===== src/verilog/dmacRegPkg.sv =====
/*
 * SDMAC register map
 * Register indices and the bit positions used in the control and status words
 */

package dmacRegPkg;

    // Register address width, four registers in the map
    localparam int REG_ADDR_W = 2;

    // Register indices
    localparam logic [REG_ADDR_W-1:0] REG_CONTROL = 2'd0;  // DMA and interrupt enables
    localparam logic [REG_ADDR_W-1:0] REG_ADDRESS = 2'd1;  // Live memory address
    localparam logic [REG_ADDR_W-1:0] REG_COUNT   = 2'd2;  // Longwords left to move
    localparam logic [REG_ADDR_W-1:0] REG_STATUS  = 2'd3;  // Done flag and FIFO flags

    // Control word bits
    localparam int CTRL_DMA_ENA = 0;  // Peripheral to memory DMA enabled
    localparam int CTRL_INT_ENA = 1;  // Raise irq when done

    // Status word bits
    // Writing 1 to the done bit clears it
    localparam int STAT_DONE       = 0;
    localparam int STAT_FIFO_EMPTY = 1;
    localparam int STAT_FIFO_FULL  = 2;

endpackage


===== src/verilog/dmacBusPkg.sv =====
/*
 * SDMAC bus definitions
 * Data widths, byte lane count and the payload types shared by the datapath
 */

package dmacBusPkg;

    localparam int LANES   = 4;   // Byte lanes in one longword
    localparam int BYTE_W  = 8;   // Peripheral port and lane width
    localparam int WORD_W  = 32;  // Memory bus longword
    localparam int COUNT_W = 16;  // Longword counter

    // Byte moved over the peripheral port and through each lane
    typedef logic [BYTE_W-1:0] byteT;

    // Memory address, memory data and CPU register data
    typedef logic [WORD_W-1:0] wordT;

    // Remaining longword count
    typedef logic [COUNT_W-1:0] countT;

endpackage


===== src/verilog/fifoByteLane.sv =====
/*
 * FIFO byte lane
 * Byte-wide circular buffer with its own pointers, fill count and flags
 */

`timescale 1ns/1ps

module fifoByteLane #(
    parameter int FIFO_DEPTH = 4   // Power of two
) (
    input  logic             QnCPUCLK,
    input  logic             arstN_i,
    input  logic             wr_i,
    input  dmacBusPkg::byteT wrData_i,
    input  logic             rd_i,
    output dmacBusPkg::byteT rdData_o,
    output logic             full_o,
    output logic             empty_o
);

    localparam int PTR_W = $clog2(FIFO_DEPTH);
    localparam int CNT_W = PTR_W + 1;

    dmacBusPkg::byteT mem [FIFO_DEPTH];
    logic [PTR_W-1:0] wrPtr;
    logic [PTR_W-1:0] rdPtr;
    logic [CNT_W-1:0] fillCnt;
    logic             wrEn;
    logic             rdEn;

    assign wrEn = wr_i && !full_o;    // Drop writes when full
    assign rdEn = rd_i && !empty_o;   // Drop reads when empty

    always_ff @(posedge QnCPUCLK) begin
        if (wrEn) mem[wrPtr] <= wrData_i;
    end

    // Pointers wrap on their own since the depth is a power of two
    always_ff @(posedge QnCPUCLK or negedge arstN_i) begin
        if (!arstN_i) begin
            wrPtr   <= '0;
            rdPtr   <= '0;
            fillCnt <= '0;
        end else begin
            if (wrEn) wrPtr <= wrPtr + 1'b1;
            if (rdEn) rdPtr <= rdPtr + 1'b1;
            case ({wrEn, rdEn})
                2'b10:   fillCnt <= fillCnt + 1'b1;
                2'b01:   fillCnt <= fillCnt - 1'b1;
                default: fillCnt <= fillCnt;
            endcase
        end
    end

    assign rdData_o = mem[rdPtr];   // Head entry
    assign full_o   = (fillCnt == CNT_W'(FIFO_DEPTH));
    assign empty_o  = (fillCnt == '0);

endmodule


===== src/verilog/scsiPortFeeder.sv =====
/*
 * SCSI peripheral DMA feeder
 * Answers the chip's DMA request with dack/ior strobes and steers
 * each byte to the byte lane picked by a rolling byte pointer
 */

`timescale 1ns/1ps

module scsiPortFeeder (
    input  logic                         QnCPUCLK,
    input  logic                         arstN_i,
    input  logic                         dmaEna_i,
    input  logic                         dreq_i,
    input  dmacBusPkg::byteT             pd_i,
    input  logic [dmacBusPkg::LANES-1:0] laneFull_i,
    output logic                         dack_o,
    output logic                         ior_o,
    output logic [dmacBusPkg::LANES-1:0] laneWr_o,
    output dmacBusPkg::byteT             laneWrData_o
);

    localparam int PTR_W = $clog2(dmacBusPkg::LANES);

    typedef enum logic {
        FEED_IDLE,
        FEED_STROBE
    } feedStateT;

    feedStateT        state;
    logic [PTR_W-1:0] bytePtr;   // Byte k of a longword goes to lane k
    logic             strobe;
    logic             canFeed;

    assign strobe = (state == FEED_STROBE);

    // Only the lane the pointer selects matters
    assign canFeed = dmaEna_i && dreq_i && !laneFull_i[bytePtr];

    always_ff @(posedge QnCPUCLK or negedge arstN_i) begin
        if (!arstN_i) begin
            state   <= FEED_IDLE;
            bytePtr <= '0;
        end else begin
            case (state)
                FEED_IDLE: begin
                    if (canFeed) state <= FEED_STROBE;   // Stall here while lane is full
                end
                FEED_STROBE: begin
                    // Byte lands in the lane on this edge, always idle one cycle after
                    state   <= FEED_IDLE;
                    bytePtr <= bytePtr + 1'b1;
                end
                default: state <= FEED_IDLE;
            endcase
        end
    end

    // Write strobe to the selected lane for the whole ior cycle
    always_comb begin
        laneWr_o          = '0;
        laneWr_o[bytePtr] = strobe;
    end

    assign dack_o       = strobe;
    assign ior_o        = strobe;   // Read strobe never without dack
    assign laneWrData_o = pd_i;     // Sampled by the lane at the end of the strobe

endmodule


===== src/verilog/cpuBusMaster.sv =====
/*
 * CPU side bus master
 * Requests the bus once a full longword sits in the lanes, then writes it
 * to memory with a request/acknowledge handshake and pops all lanes
 */

`timescale 1ns/1ps

module cpuBusMaster (
    input  logic                                            QnCPUCLK,
    input  logic                                            arstN_i,
    input  logic                                            xferActive_i,
    input  dmacBusPkg::wordT                                curAddr_i,
    input  logic [dmacBusPkg::LANES-1:0]                    laneEmpty_i,
    input  dmacBusPkg::byteT [dmacBusPkg::LANES-1:0]        laneRdData_i,
    input  logic                                            busGrant_i,
    input  logic                                            memAck_i,
    output logic                                            busReq_o,
    output logic                                            memWrReq_o,
    output dmacBusPkg::wordT                                memAddr_o,
    output dmacBusPkg::wordT                                memData_o,
    output logic                                            laneRd_o,
    output logic                                            wordDone_o
);

    typedef enum logic [1:0] {
        BM_IDLE,
        BM_REQ,
        BM_WRITE
    } busStateT;

    busStateT         state;
    dmacBusPkg::wordT packedWord;
    logic             wordReady;
    logic             ackSeen;

    // Lanes fill in order, so no lane empty means lane 3 holds a byte too
    assign wordReady = ~|laneEmpty_i;
    assign ackSeen   = (state == BM_WRITE) && memAck_i;

    // 68k big-endian order, lane 0 is the first byte and lands in 31:24
    always_comb begin
        packedWord = '0;
        for (int i = 0; i < dmacBusPkg::LANES; i++) begin
            packedWord[dmacBusPkg::WORD_W-1-i*dmacBusPkg::BYTE_W -: dmacBusPkg::BYTE_W] =
                laneRdData_i[i];
        end
    end

    always_ff @(posedge QnCPUCLK or negedge arstN_i) begin
        if (!arstN_i) begin
            state <= BM_IDLE;
        end else begin
            case (state)
                BM_IDLE: begin
                    if (xferActive_i && wordReady) state <= BM_REQ;
                end
                BM_REQ: begin
                    if (busGrant_i) state <= BM_WRITE;
                end
                BM_WRITE: begin
                    if (memAck_i) state <= BM_IDLE;   // Drop request and bus next edge
                end
                default: state <= BM_IDLE;
            endcase
        end
    end

    // Address and data held for the whole write cycle
    always_ff @(posedge QnCPUCLK) begin
        if (state == BM_REQ && busGrant_i) begin
            memAddr_o <= curAddr_i;
            memData_o <= packedWord;
        end
    end

    assign busReq_o   = (state != BM_IDLE);
    assign memWrReq_o = (state == BM_WRITE);
    assign laneRd_o   = ackSeen;   // Pop all four lanes together
    assign wordDone_o = ackSeen;

endmodule


===== src/verilog/dmacRegisters.sv =====
/*
 * SDMAC CPU register block
 * Control, address and count registers with a status readback,
 * live address and count stepping per longword, done flag and interrupt
 */

`timescale 1ns/1ps

module dmacRegisters (
    input  logic                              QnCPUCLK,
    input  logic                              arstN_i,
    input  logic                              regWr_i,
    input  logic                              regRd_i,
    input  logic [dmacRegPkg::REG_ADDR_W-1:0] regAddr_i,
    input  dmacBusPkg::wordT                  regWrData_i,
    input  logic                              wordDone_i,
    input  logic                              fifoEmpty_i,
    input  logic                              fifoFull_i,
    output dmacBusPkg::wordT                  regRdData_o,
    output logic                              regRdValid_o,
    output logic                              dmaEna_o,
    output logic                              xferActive_o,
    output dmacBusPkg::wordT                  curAddr_o,
    output logic                              irq_o
);

    // One longword moves LANES bytes
    localparam dmacBusPkg::wordT ADDR_STEP = dmacBusPkg::wordT'(dmacBusPkg::LANES);

    dmacBusPkg::wordT  controlReg;
    dmacBusPkg::wordT  addrReg;
    dmacBusPkg::countT countReg;
    dmacBusPkg::wordT  statusWord;
    logic              done;
    logic              lastWord;   // Count just stepped from 1 to 0
    logic              wrControl;
    logic              wrAddress;
    logic              wrCount;
    logic              clrDone;

    assign wrControl = regWr_i && (regAddr_i == dmacRegPkg::REG_CONTROL);
    assign wrAddress = regWr_i && (regAddr_i == dmacRegPkg::REG_ADDRESS);
    assign wrCount   = regWr_i && (regAddr_i == dmacRegPkg::REG_COUNT);
    assign clrDone   = regWr_i && (regAddr_i == dmacRegPkg::REG_STATUS)
                       && regWrData_i[dmacRegPkg::STAT_DONE];

    always_ff @(posedge QnCPUCLK or negedge arstN_i) begin
        if (!arstN_i) begin
            controlReg <= '0;
            addrReg    <= '0;
            countReg   <= '0;
            lastWord   <= 1'b0;
            done       <= 1'b0;
        end else begin
            if (wrControl) controlReg <= regWrData_i;

            // A CPU write wins over the per-word step
            if (wrAddress) begin
                addrReg <= regWrData_i;
            end else if (wordDone_i) begin
                addrReg <= addrReg + ADDR_STEP;
            end

            if (wrCount) begin
                countReg <= regWrData_i[dmacBusPkg::COUNT_W-1:0];
            end else if (wordDone_i) begin
                countReg <= countReg - 1'b1;
            end

            lastWord <= wordDone_i && !wrCount && (countReg == dmacBusPkg::countT'(1));

            if (lastWord) begin
                done <= 1'b1;                  // Count reached zero last edge
            end else if (clrDone) begin
                done <= 1'b0;
            end
        end
    end

    always_comb begin
        statusWord = '0;
        statusWord[dmacRegPkg::STAT_DONE]       = done;
        statusWord[dmacRegPkg::STAT_FIFO_EMPTY] = fifoEmpty_i;
        statusWord[dmacRegPkg::STAT_FIFO_FULL]  = fifoFull_i;
    end

    // Read data answers one cycle after the strobe
    always_ff @(posedge QnCPUCLK or negedge arstN_i) begin
        if (!arstN_i) begin
            regRdData_o  <= '0;
            regRdValid_o <= 1'b0;
        end else begin
            regRdValid_o <= regRd_i;
            if (regRd_i) begin
                case (regAddr_i)
                    dmacRegPkg::REG_CONTROL: regRdData_o <= controlReg;
                    dmacRegPkg::REG_ADDRESS: regRdData_o <= addrReg;
                    dmacRegPkg::REG_COUNT: begin
                        regRdData_o <= {{(dmacBusPkg::WORD_W-dmacBusPkg::COUNT_W){1'b0}},
                                        countReg};
                    end
                    default:                 regRdData_o <= statusWord;
                endcase
            end
        end
    end

    assign dmaEna_o     = controlReg[dmacRegPkg::CTRL_DMA_ENA];
    assign xferActive_o = dmaEna_o && (countReg != '0);
    assign curAddr_o    = addrReg;
    assign irq_o        = done && controlReg[dmacRegPkg::CTRL_INT_ENA];

endmodule


===== src/verilog/sdmacTop.sv =====
/*
 * SCSI DMA controller top level
 * Joins the register block, peripheral feeder, byte lanes and bus master
 */

`timescale 1ns/1ps

module sdmacTop #(
    parameter int FIFO_DEPTH = 4
) (
    input  logic                              QnCPUCLK,
    input  logic                              arstN_i,
    // CPU register port
    input  logic                              regWr_i,
    input  logic                              regRd_i,
    input  logic [dmacRegPkg::REG_ADDR_W-1:0] regAddr_i,
    input  dmacBusPkg::wordT                  regWrData_i,
    output dmacBusPkg::wordT                  regRdData_o,
    output logic                              regRdValid_o,
    // Peripheral port
    input  logic                              dreq_i,
    input  dmacBusPkg::byteT                  pd_i,
    output logic                              dack_o,
    output logic                              ior_o,
    // Memory port
    output logic                              busReq_o,
    input  logic                              busGrant_i,
    output logic                              memWrReq_o,
    output dmacBusPkg::wordT                  memAddr_o,
    output dmacBusPkg::wordT                  memData_o,
    input  logic                              memAck_i,
    output logic                              irq_o
);

    logic [dmacBusPkg::LANES-1:0]             laneWr;
    logic [dmacBusPkg::LANES-1:0]             laneFull;
    logic [dmacBusPkg::LANES-1:0]             laneEmpty;
    dmacBusPkg::byteT [dmacBusPkg::LANES-1:0] laneRdData;
    dmacBusPkg::byteT                         laneWrData;
    dmacBusPkg::wordT                         curAddr;
    logic                                     laneRd;
    logic                                     dmaEna;
    logic                                     xferActive;
    logic                                     wordDone;

    dmacRegisters dmacRegisters_inst (
        .QnCPUCLK     (QnCPUCLK),
        .arstN_i      (arstN_i),
        .regWr_i      (regWr_i),
        .regRd_i      (regRd_i),
        .regAddr_i    (regAddr_i),
        .regWrData_i  (regWrData_i),
        .wordDone_i   (wordDone),
        .fifoEmpty_i  (laneEmpty[0]),                     // First lane to fill
        .fifoFull_i   (laneFull[dmacBusPkg::LANES-1]),    // Last lane to fill
        .regRdData_o  (regRdData_o),
        .regRdValid_o (regRdValid_o),
        .dmaEna_o     (dmaEna),
        .xferActive_o (xferActive),
        .curAddr_o    (curAddr),
        .irq_o        (irq_o)
    );

    scsiPortFeeder scsiPortFeeder_inst (
        .QnCPUCLK     (QnCPUCLK),
        .arstN_i      (arstN_i),
        .dmaEna_i     (dmaEna),
        .dreq_i       (dreq_i),
        .pd_i         (pd_i),
        .laneFull_i   (laneFull),
        .dack_o       (dack_o),
        .ior_o        (ior_o),
        .laneWr_o     (laneWr),
        .laneWrData_o (laneWrData)
    );

    // One byte lane per longword byte
    for (genvar i = 0; i < dmacBusPkg::LANES; i++) begin : gLane
        fifoByteLane #(
            .FIFO_DEPTH (FIFO_DEPTH)
        ) fifoByteLane_inst (
            .QnCPUCLK (QnCPUCLK),
            .arstN_i  (arstN_i),
            .wr_i     (laneWr[i]),
            .wrData_i (laneWrData),
            .rd_i     (laneRd),
            .rdData_o (laneRdData[i]),
            .full_o   (laneFull[i]),
            .empty_o  (laneEmpty[i])
        );
    end

    cpuBusMaster cpuBusMaster_inst (
        .QnCPUCLK     (QnCPUCLK),
        .arstN_i      (arstN_i),
        .xferActive_i (xferActive),
        .curAddr_i    (curAddr),
        .laneEmpty_i  (laneEmpty),
        .laneRdData_i (laneRdData),
        .busGrant_i   (busGrant_i),
        .memAck_i     (memAck_i),
        .busReq_o     (busReq_o),
        .memWrReq_o   (memWrReq_o),
        .memAddr_o    (memAddr_o),
        .memData_o    (memData_o),
        .laneRd_o     (laneRd),
        .wordDone_o   (wordDone)
    );

endmodule


===== config.mk =====
export PLATFORM = sky130hd
export DESIGN_NAME = sdmacTop
export DESIGN_NICKNAME = d
export VERILOG_FILES = /design/src/verilog/dmacRegPkg.sv /design/src/verilog/dmacBusPkg.sv /design/src/verilog/fifoByteLane.sv /design/src/verilog/scsiPortFeeder.sv /design/src/verilog/cpuBusMaster.sv /design/src/verilog/dmacRegisters.sv /design/src/verilog/sdmacTop.sv
export SDC_FILE = /design/constraint.sdc
export NUM_CORES = 1
export LEC_CHECK = 0
export BUFFER_PORTS_ARGS = -buffer_cell sky130_fd_sc_hd__buf_4
export CAP_MARGIN = 40
export CORE_UTILIZATION = 60
export CTS_BUF_LIST = sky130_fd_sc_hd__clkbuf_16
export DETAILED_ROUTE_END_ITERATION = 8
export PLACE_DENSITY = 0.86
export SYNTH_ARGS = -nofsm -noshare
export SYNTH_HDL_FRONTEND = slang
export SYNTH_SLANG_ARGS = --single-unit

===== constraint.sdc =====
create_clock -name QnCPUCLK -period 10.6 [get_ports QnCPUCLK]
set_input_delay 1.06 -clock QnCPUCLK [delete_from_list [all_inputs] [get_ports QnCPUCLK]]
set_output_delay 1.06 -clock QnCPUCLK [all_outputs]
set_load 0.01 [all_outputs]

==> results of run 1 <==
## path summary, 6_finish.rpt
kind	end	depth (start not counted)
worst min register to register	dmacRegisters_inst.done	1
worst min-delay path	dmacRegisters_inst.done	1
worst max-delay path	dmacRegisters_inst.curAddr_o[1]	5
max in group asynchronous	dmacRegisters_inst.regRdData_o[3]	3
min in group asynchronous	dmacRegisters_inst.controlReg[21]	1
worst max register to register	gLane[0].fifoByteLane_inst.fillCnt[2]	8
## report_power, final
part,switching [mW],total (mW),internal [mW],leakage [nW]
Combinational,0.401,0.818,0.418,2.52
Sequential,0.251,1.90,1.65,3.48
Clock,0.501,1.15,0.645,0.540
Total,1.15,3.87,2.71,6.54
## stage by stage
step	hold WS [ns]	std cells
2_1_floorplan	0.404	974
3_3_place_gp	0.432	1393
3_5_place_dp	0.438	1396
4_1_cts	0.452	1459
5_1_grt	0.461	1459
6_report	0.451	1459
## layout by cell type (no fill, tap or decap), drive strengths merged, types with 8 or more instances in the layout
master and count:
nor2 77, a31oi 19, edfxtp 192, nor4 8, mux2 41, or3 11, nor3 11, nand2 33
xor2 22, o31ai 13, ha 27, o21ai 18, clkinv 15, mux2i 33, clkbuf 36, buf 156
nand3 20, dfrtp 148, a21oi 40, or4 16, inv 61, nand4 10, mux4 36, o22ai 16
and2 20, xnor2 26
## sequential cells by signal (all words and copies together), names as in the netlist
| register | cells |
|---|---|
| cpuBusMaster_inst.memAddr_o | 32 |
| cpuBusMaster_inst.memData_o | 32 |
| cpuBusMaster_inst.state | 2 |
| dmacRegisters_inst.controlReg | 32 |
| dmacRegisters_inst.countReg | 16 |
| dmacRegisters_inst.curAddr_o | 32 |
| dmacRegisters_inst.done | 1 |
| dmacRegisters_inst.lastWord | 1 |
| dmacRegisters_inst.regRdData_o | 32 |
| dmacRegisters_inst.regRdValid_o | 1 |
| gLane.fifoByteLane_inst.fillCnt | 12 |
| gLane.fifoByteLane_inst.mem | 128 |
| gLane.fifoByteLane_inst.rdPtr | 8 |
| gLane.fifoByteLane_inst.wrPtr | 8 |
| scsiPortFeeder_inst.bytePtr | 2 |
| scsiPortFeeder_inst.dack_o | 1 |
## critical path, cell delays in order
cell and delay (ns):
buf_4 0.44, nor2b_1 0.77, nand2_2 0.57, buf_16 0.34, mux2_2 0.29
## cell families after synthesis
family,Yosys count,share of synthesized area
AOI/OAI and AO/OA,112,0.0462
buffers and inverters,100,0.0276
muxes,110,0.113
xor gates and xnor gates,48,0.0296
DFF,340,0.668
adders and majority gates,31,0.0295
and+or+nand+nor,233,0.0862
## area by class of cell
type	count	area, µm²
sequential	340	9470
timing repair buffer	156	1230
tap	313	392
clock inverter	27	171
fill	1388	6220
inverter	53	199
clock buffer	36	901
multi-input combinational	534	4330
## routing by layer
layer,global-route usage,vias up
met1,0.368,4434
met5,0,-
met4,0.0719,0
met3,0.0394,70
met2,0.437,365
li1,-,3890
==> flow_summary.ini, run 1 <==
[logic_synthesis]
ys.flop_type = edfxtp_1
yosysTopAreaCell = edfxtp_1
ys_ff_latch = 340
netlist.area_leader.share = 0.407
yosys_warnings = 0
synth_cell_type_count = 47
synth-edff-count = 192
synthTopCellsByArea = edfxtp_1, dfrtp_1, mux4_2
synth_most_common_cell = edfxtp_1
ys_seq_area_frac = 0.668
syn_area_per_cell_um2 = 14.6
syn_inst = 974
yosys-top-cells-count = edfxtp_1, dfrtp_1, nor2_1
async_flop_share = 0.435
netlist_area_mm2 = 0.0142
synth_fp_nets = 1054

[pwr]
pwr_density_cell_mw_per_mm2 = 232
power_mw = 3.87
vdd_drop_max_uv = 162
leakagePower_nw = 6.54

[timing]
rsz0062_at_grt = no
min_period_ns = 3.13
fin_ws_ns = 7.47
period_share = 0.295
report.final.slew_viol_count = 0
worst_slew_pin_slew_ns = 0.868
setup_tns_ns = 0
relSlewSlack = 0.420
setup_viol = 0
finClkSkew_ns = 0.00904
fmax_ghz = 0.320
hold_viol_final = 0

[final_layout]
nNetsFinal = 1200
diodes = 0
final_util = 0.728
drive_above_1_share = 0.255
area_delta_synth_final_pct = 17.7
final_area_mm2 = 0.0167

[floorplanning]
core_mm2 = 0.0229
io_pins = 151
die_x_um = 156
die_h_um = 156
initial_utilization = 0.619
fp-row-count = 55
die_area_mm2 = 0.0243

[clock_network]
cts_buffers = 35
post_cts_resized = 0
cts_tree = built
clk_pin_slew_ns = 0.06
postCtsHoldBufs = 0
cts-root-buf = clkbuf_16
clockBufferDepth = 3
clock_sinks = 340
htreeDepth = 2
clk-insertion-delay-late_ns = 0.52
post-cts-setup-buffers = 0

[worst_setup_path]
cp-startpoint = regAddr_i[0]
critPathKind = in2reg
end_kind = flip-flop
ff2ff_setup_slack_ns = 7.80
crit_fanout = 37
r2r-start = cpuBusMaster_inst.state[0]
worstSetupStartpointType = primary input
cp.arrival_ns = 3.52
worst_ep_required_time_ns = 10.99

[grt]
grt_overflow = 0
antenna_found_initial = 0
track_usage = 0.263
grt_pass1_wl_um = 48200
grt_pass1_vias = 8653
grt_max_degree = 74

[min_path]
min_from = dmacRegisters_inst.lastWord
min_path_type = reg2reg

[detailed_routing]
wl_um = 31000
drcViolationCount = 0
dr_wl_met3_um = 2070
via_per_inst = 6.00
vias = 8759
highest_layer = met4
drtPass1Iterations = 5
first_iter_violations = 644
wl_per_cell_um = 21.3
ant_nets = 0
wl_met2_um = 15400
drt-met1-wl_um = 12800

[place]
dpl_cell_area_mm2 = 0.0156
place_hpwl_um = 19500
dp_slack_ns = 7.01
gp_congestion = 0.827
port_buffers = 150

[outcome]
outcome = finished, final reports clean

[run]
cap_viol_max_count = 0
(Power assumes the default switching activity.)
==> run 2, diff against run 1 <==
--- a/config.mk
+++ b/config.mk
@@ -7,10 +7,10 @@
 export LEC_CHECK = 0
 export BUFFER_PORTS_ARGS = -buffer_cell sky130_fd_sc_hd__buf_4
 export CAP_MARGIN = 40
-export CORE_UTILIZATION = 60
+export CORE_UTILIZATION = 59
 export CTS_BUF_LIST = sky130_fd_sc_hd__clkbuf_16
 export DETAILED_ROUTE_END_ITERATION = 8
-export PLACE_DENSITY = 0.86
+export PLACE_DENSITY = 0.85
 export SYNTH_ARGS = -nofsm -noshare
 export SYNTH_HDL_FRONTEND = slang
 export SYNTH_SLANG_ARGS = --single-unit
==> constraint.sdc (replaced) <==
create_clock -name QnCPUCLK -period 3.1 [get_ports QnCPUCLK]
set_input_delay 0.31 -clock QnCPUCLK [delete_from_list [all_inputs] [get_ports QnCPUCLK]]
set_output_delay 0.31 -clock QnCPUCLK [all_outputs]
set_load 0.01 [all_outputs]
==> run 2 against run 1 <==
Compared with the run above: critical path depth rose by 3; sequential share of layout area rose by 0.072 points; global-route usage fell by 0.12 points.
==> flow_summary.ini, run 2 (synthesized netlist as in run 1, its figures left out) <==
[final_layout]
seq_area_mm2 = 0.00947
fin_cells = 1470
area_delta_synth_final_pct = 17.6
nNetsFinal = 1204
fillCellCount = 1523
drive_above_1_share = 0.256
largest_reg_flops = 128
layout_commonest_cell = edfxtp_1
final_cell_mix = edfxtp_1, buf_4, dfrtp_1
multiInputGateArea_mm2 = 0.00434
diodes = 0
largest_register = gLane.fifoByteLane_inst.mem
final_area_mm2 = 0.0167

[clock_network]
cts_buffers = 35
clockBufferDepth = 3
post_cts_resized = 0
clk-insertion-delay-late_ns = 0.52
htreeDepth = 2
post-cts-setup-buffers = 0
cts_tree = built
clk_pin_slew_ns = 0.06
clock_sinks = 340
postCtsHoldBufs = 1
cts-root-buf = clkbuf_16

[timing]
report.final.slew_viol_count = 0
min_period_ns = 2.64
hold_viol_final = 0
setup_viol = 0
holdWs_ns = 0.0261
rsz0062_at_grt = no
relSlewSlack = 0.408
worst_slew_pin_slew_ns = 0.888
period_share = 0.851
finClkSkew_ns = 0.0191
setup_tns_ns = 0
fmax_ghz = 0.379

[min_path]
min_path_type = in2reg
whs_path_depth = 2
min_from = busGrant_i
holdPathEnd = cpuBusMaster_inst.state[0]

[run]
cap_viol_max_count = 0

[floorplanning]
io_pins = 151
die_h_um = 157
core_mm2 = 0.0235
die_area_mm2 = 0.0247
die_x_um = 157
initial_utilization = 0.602
fp-row-count = 56

[grt]
grt_overflow = 0
grt_pass1_wl_um = 48600
grt_max_degree = 76
antenna_found_initial = 0
track_usage = 0.262
grt_pass1_vias = 8846

[pwr]
leakagePower_nw = 6.56
pwr_density_cell_mw_per_mm2 = 786
power_mw = 13.1
vdd_drop_max_uv = 555

[worst_setup_path]
ff2ff_setup_slack_ns = 0.46
end_kind = flip-flop
worstSetupStartpointType = flip-flop
r2r_cells = 8
crit_chain = nand3b_1 > nor2_1 > ha_1 > inv_1 > fa_1 > xor2_1 > nor2_1 > xor2_1
crit_fanout = 9
cpPeakStageDelay_ns = 0.52
reg2reg_to = gLane[2].fifoByteLane_inst.fillCnt[2]
critPathKind = reg2reg
worst_ep_required_time_ns = 3.54
cp.arrival_ns = 3.08
r2r-start = cpuBusMaster_inst.state[1]
cp_slowest_cell = dfrtp_1

[detailed_routing]
wl_per_cell_um = 21.2
wl_um = 31100
drtPass1Iterations = 7
vias = 8624
first_iter_violations = 744
ant_nets = 0
drcViolationCount = 0
via_per_inst = 5.87

[outcome]
outcome = finished, final reports clean

[place]
port_buffers = 150
gp_congestion = 0.831
dpl_cell_area_mm2 = 0.0156
place_hpwl_um = 19900
dp_cells = 1405
==> run 2: per-stage QoR <==
step	setup slack, ns	util
global route	0.321	0.708
finish	0.463	0.708
detailed placement	0.587	0.663
global placement	0.807	0.663
CTS	0.549	0.708
floorplan	0.482	-
==> run 2: cell type report <==
| cell class | count | share of cell area |
|---|---|---|
| Clock buffer | 36 | 0.0540 |
| Clock inverter | 28 | 0.00863 |
| Inverter | 53 | 0.0119 |
| Multi-Input combinational cell | 534 | 0.260 |
| Sequential cell | 340 | 0.568 |
| Tap cell | 319 | 0.0239 |
| Timing Repair Buffer | 160 | 0.0732 |
==> run 2: how the worst max path moves through the flow <==
stage	startpoint	to	slack, ns	depth (start not counted)
2_1_floorplan	cpuBusMaster_inst.state[1]	cpuBusMaster_inst.memAddr_o[0]	0.48	2
4_1_cts	cpuBusMaster_inst.state[1]	gLane[0].fifoByteLane_inst.fillCnt[2]	0.55	8
3_3_place_gp	cpuBusMaster_inst.state[1]	gLane[3].fifoByteLane_inst.fillCnt[2]	0.81	8
3_5_place_dp	cpuBusMaster_inst.state[1]	gLane[2].fifoByteLane_inst.fillCnt[2]	0.59	8
5_1_grt	cpuBusMaster_inst.state[1]	gLane[0].fifoByteLane_inst.fillCnt[2]	0.32	8
6_report	cpuBusMaster_inst.state[1]	gLane[2].fifoByteLane_inst.fillCnt[2]	0.46	8
==> run 2: metal layers <==
metal  vias to the layer above  global-route usage  part of all wire
met4                         0               0.107             0.035
met1                      4307               0.361              0.41
met2                       341               0.418              0.49
met3                        77              0.0463             0.065
li1                       3899                   -                 -
met5                         -                   0                 0
==> run 2: report_power, final <==
group,internal [mW],leakage [nW],total [mW],switching [mW]
logic,1.42,2.53,2.78,1.36
clock network,2.12,0.548,3.82,1.69
registers,5.65,3.48,6.51,0.867
total,9.19,6.56,13.1,3.92
==> run 2: worst max-delay path: cells and delay by family, from the launching register on <==
family,cells,cell delay [ns]
AND/OR/NAND/NOR,3,1.04
XOR/XNOR,2,0.30
buffers and inverters,1,0.07
adder cells (fa/ha/maj),2,0.64
flip-flops,1,0.52
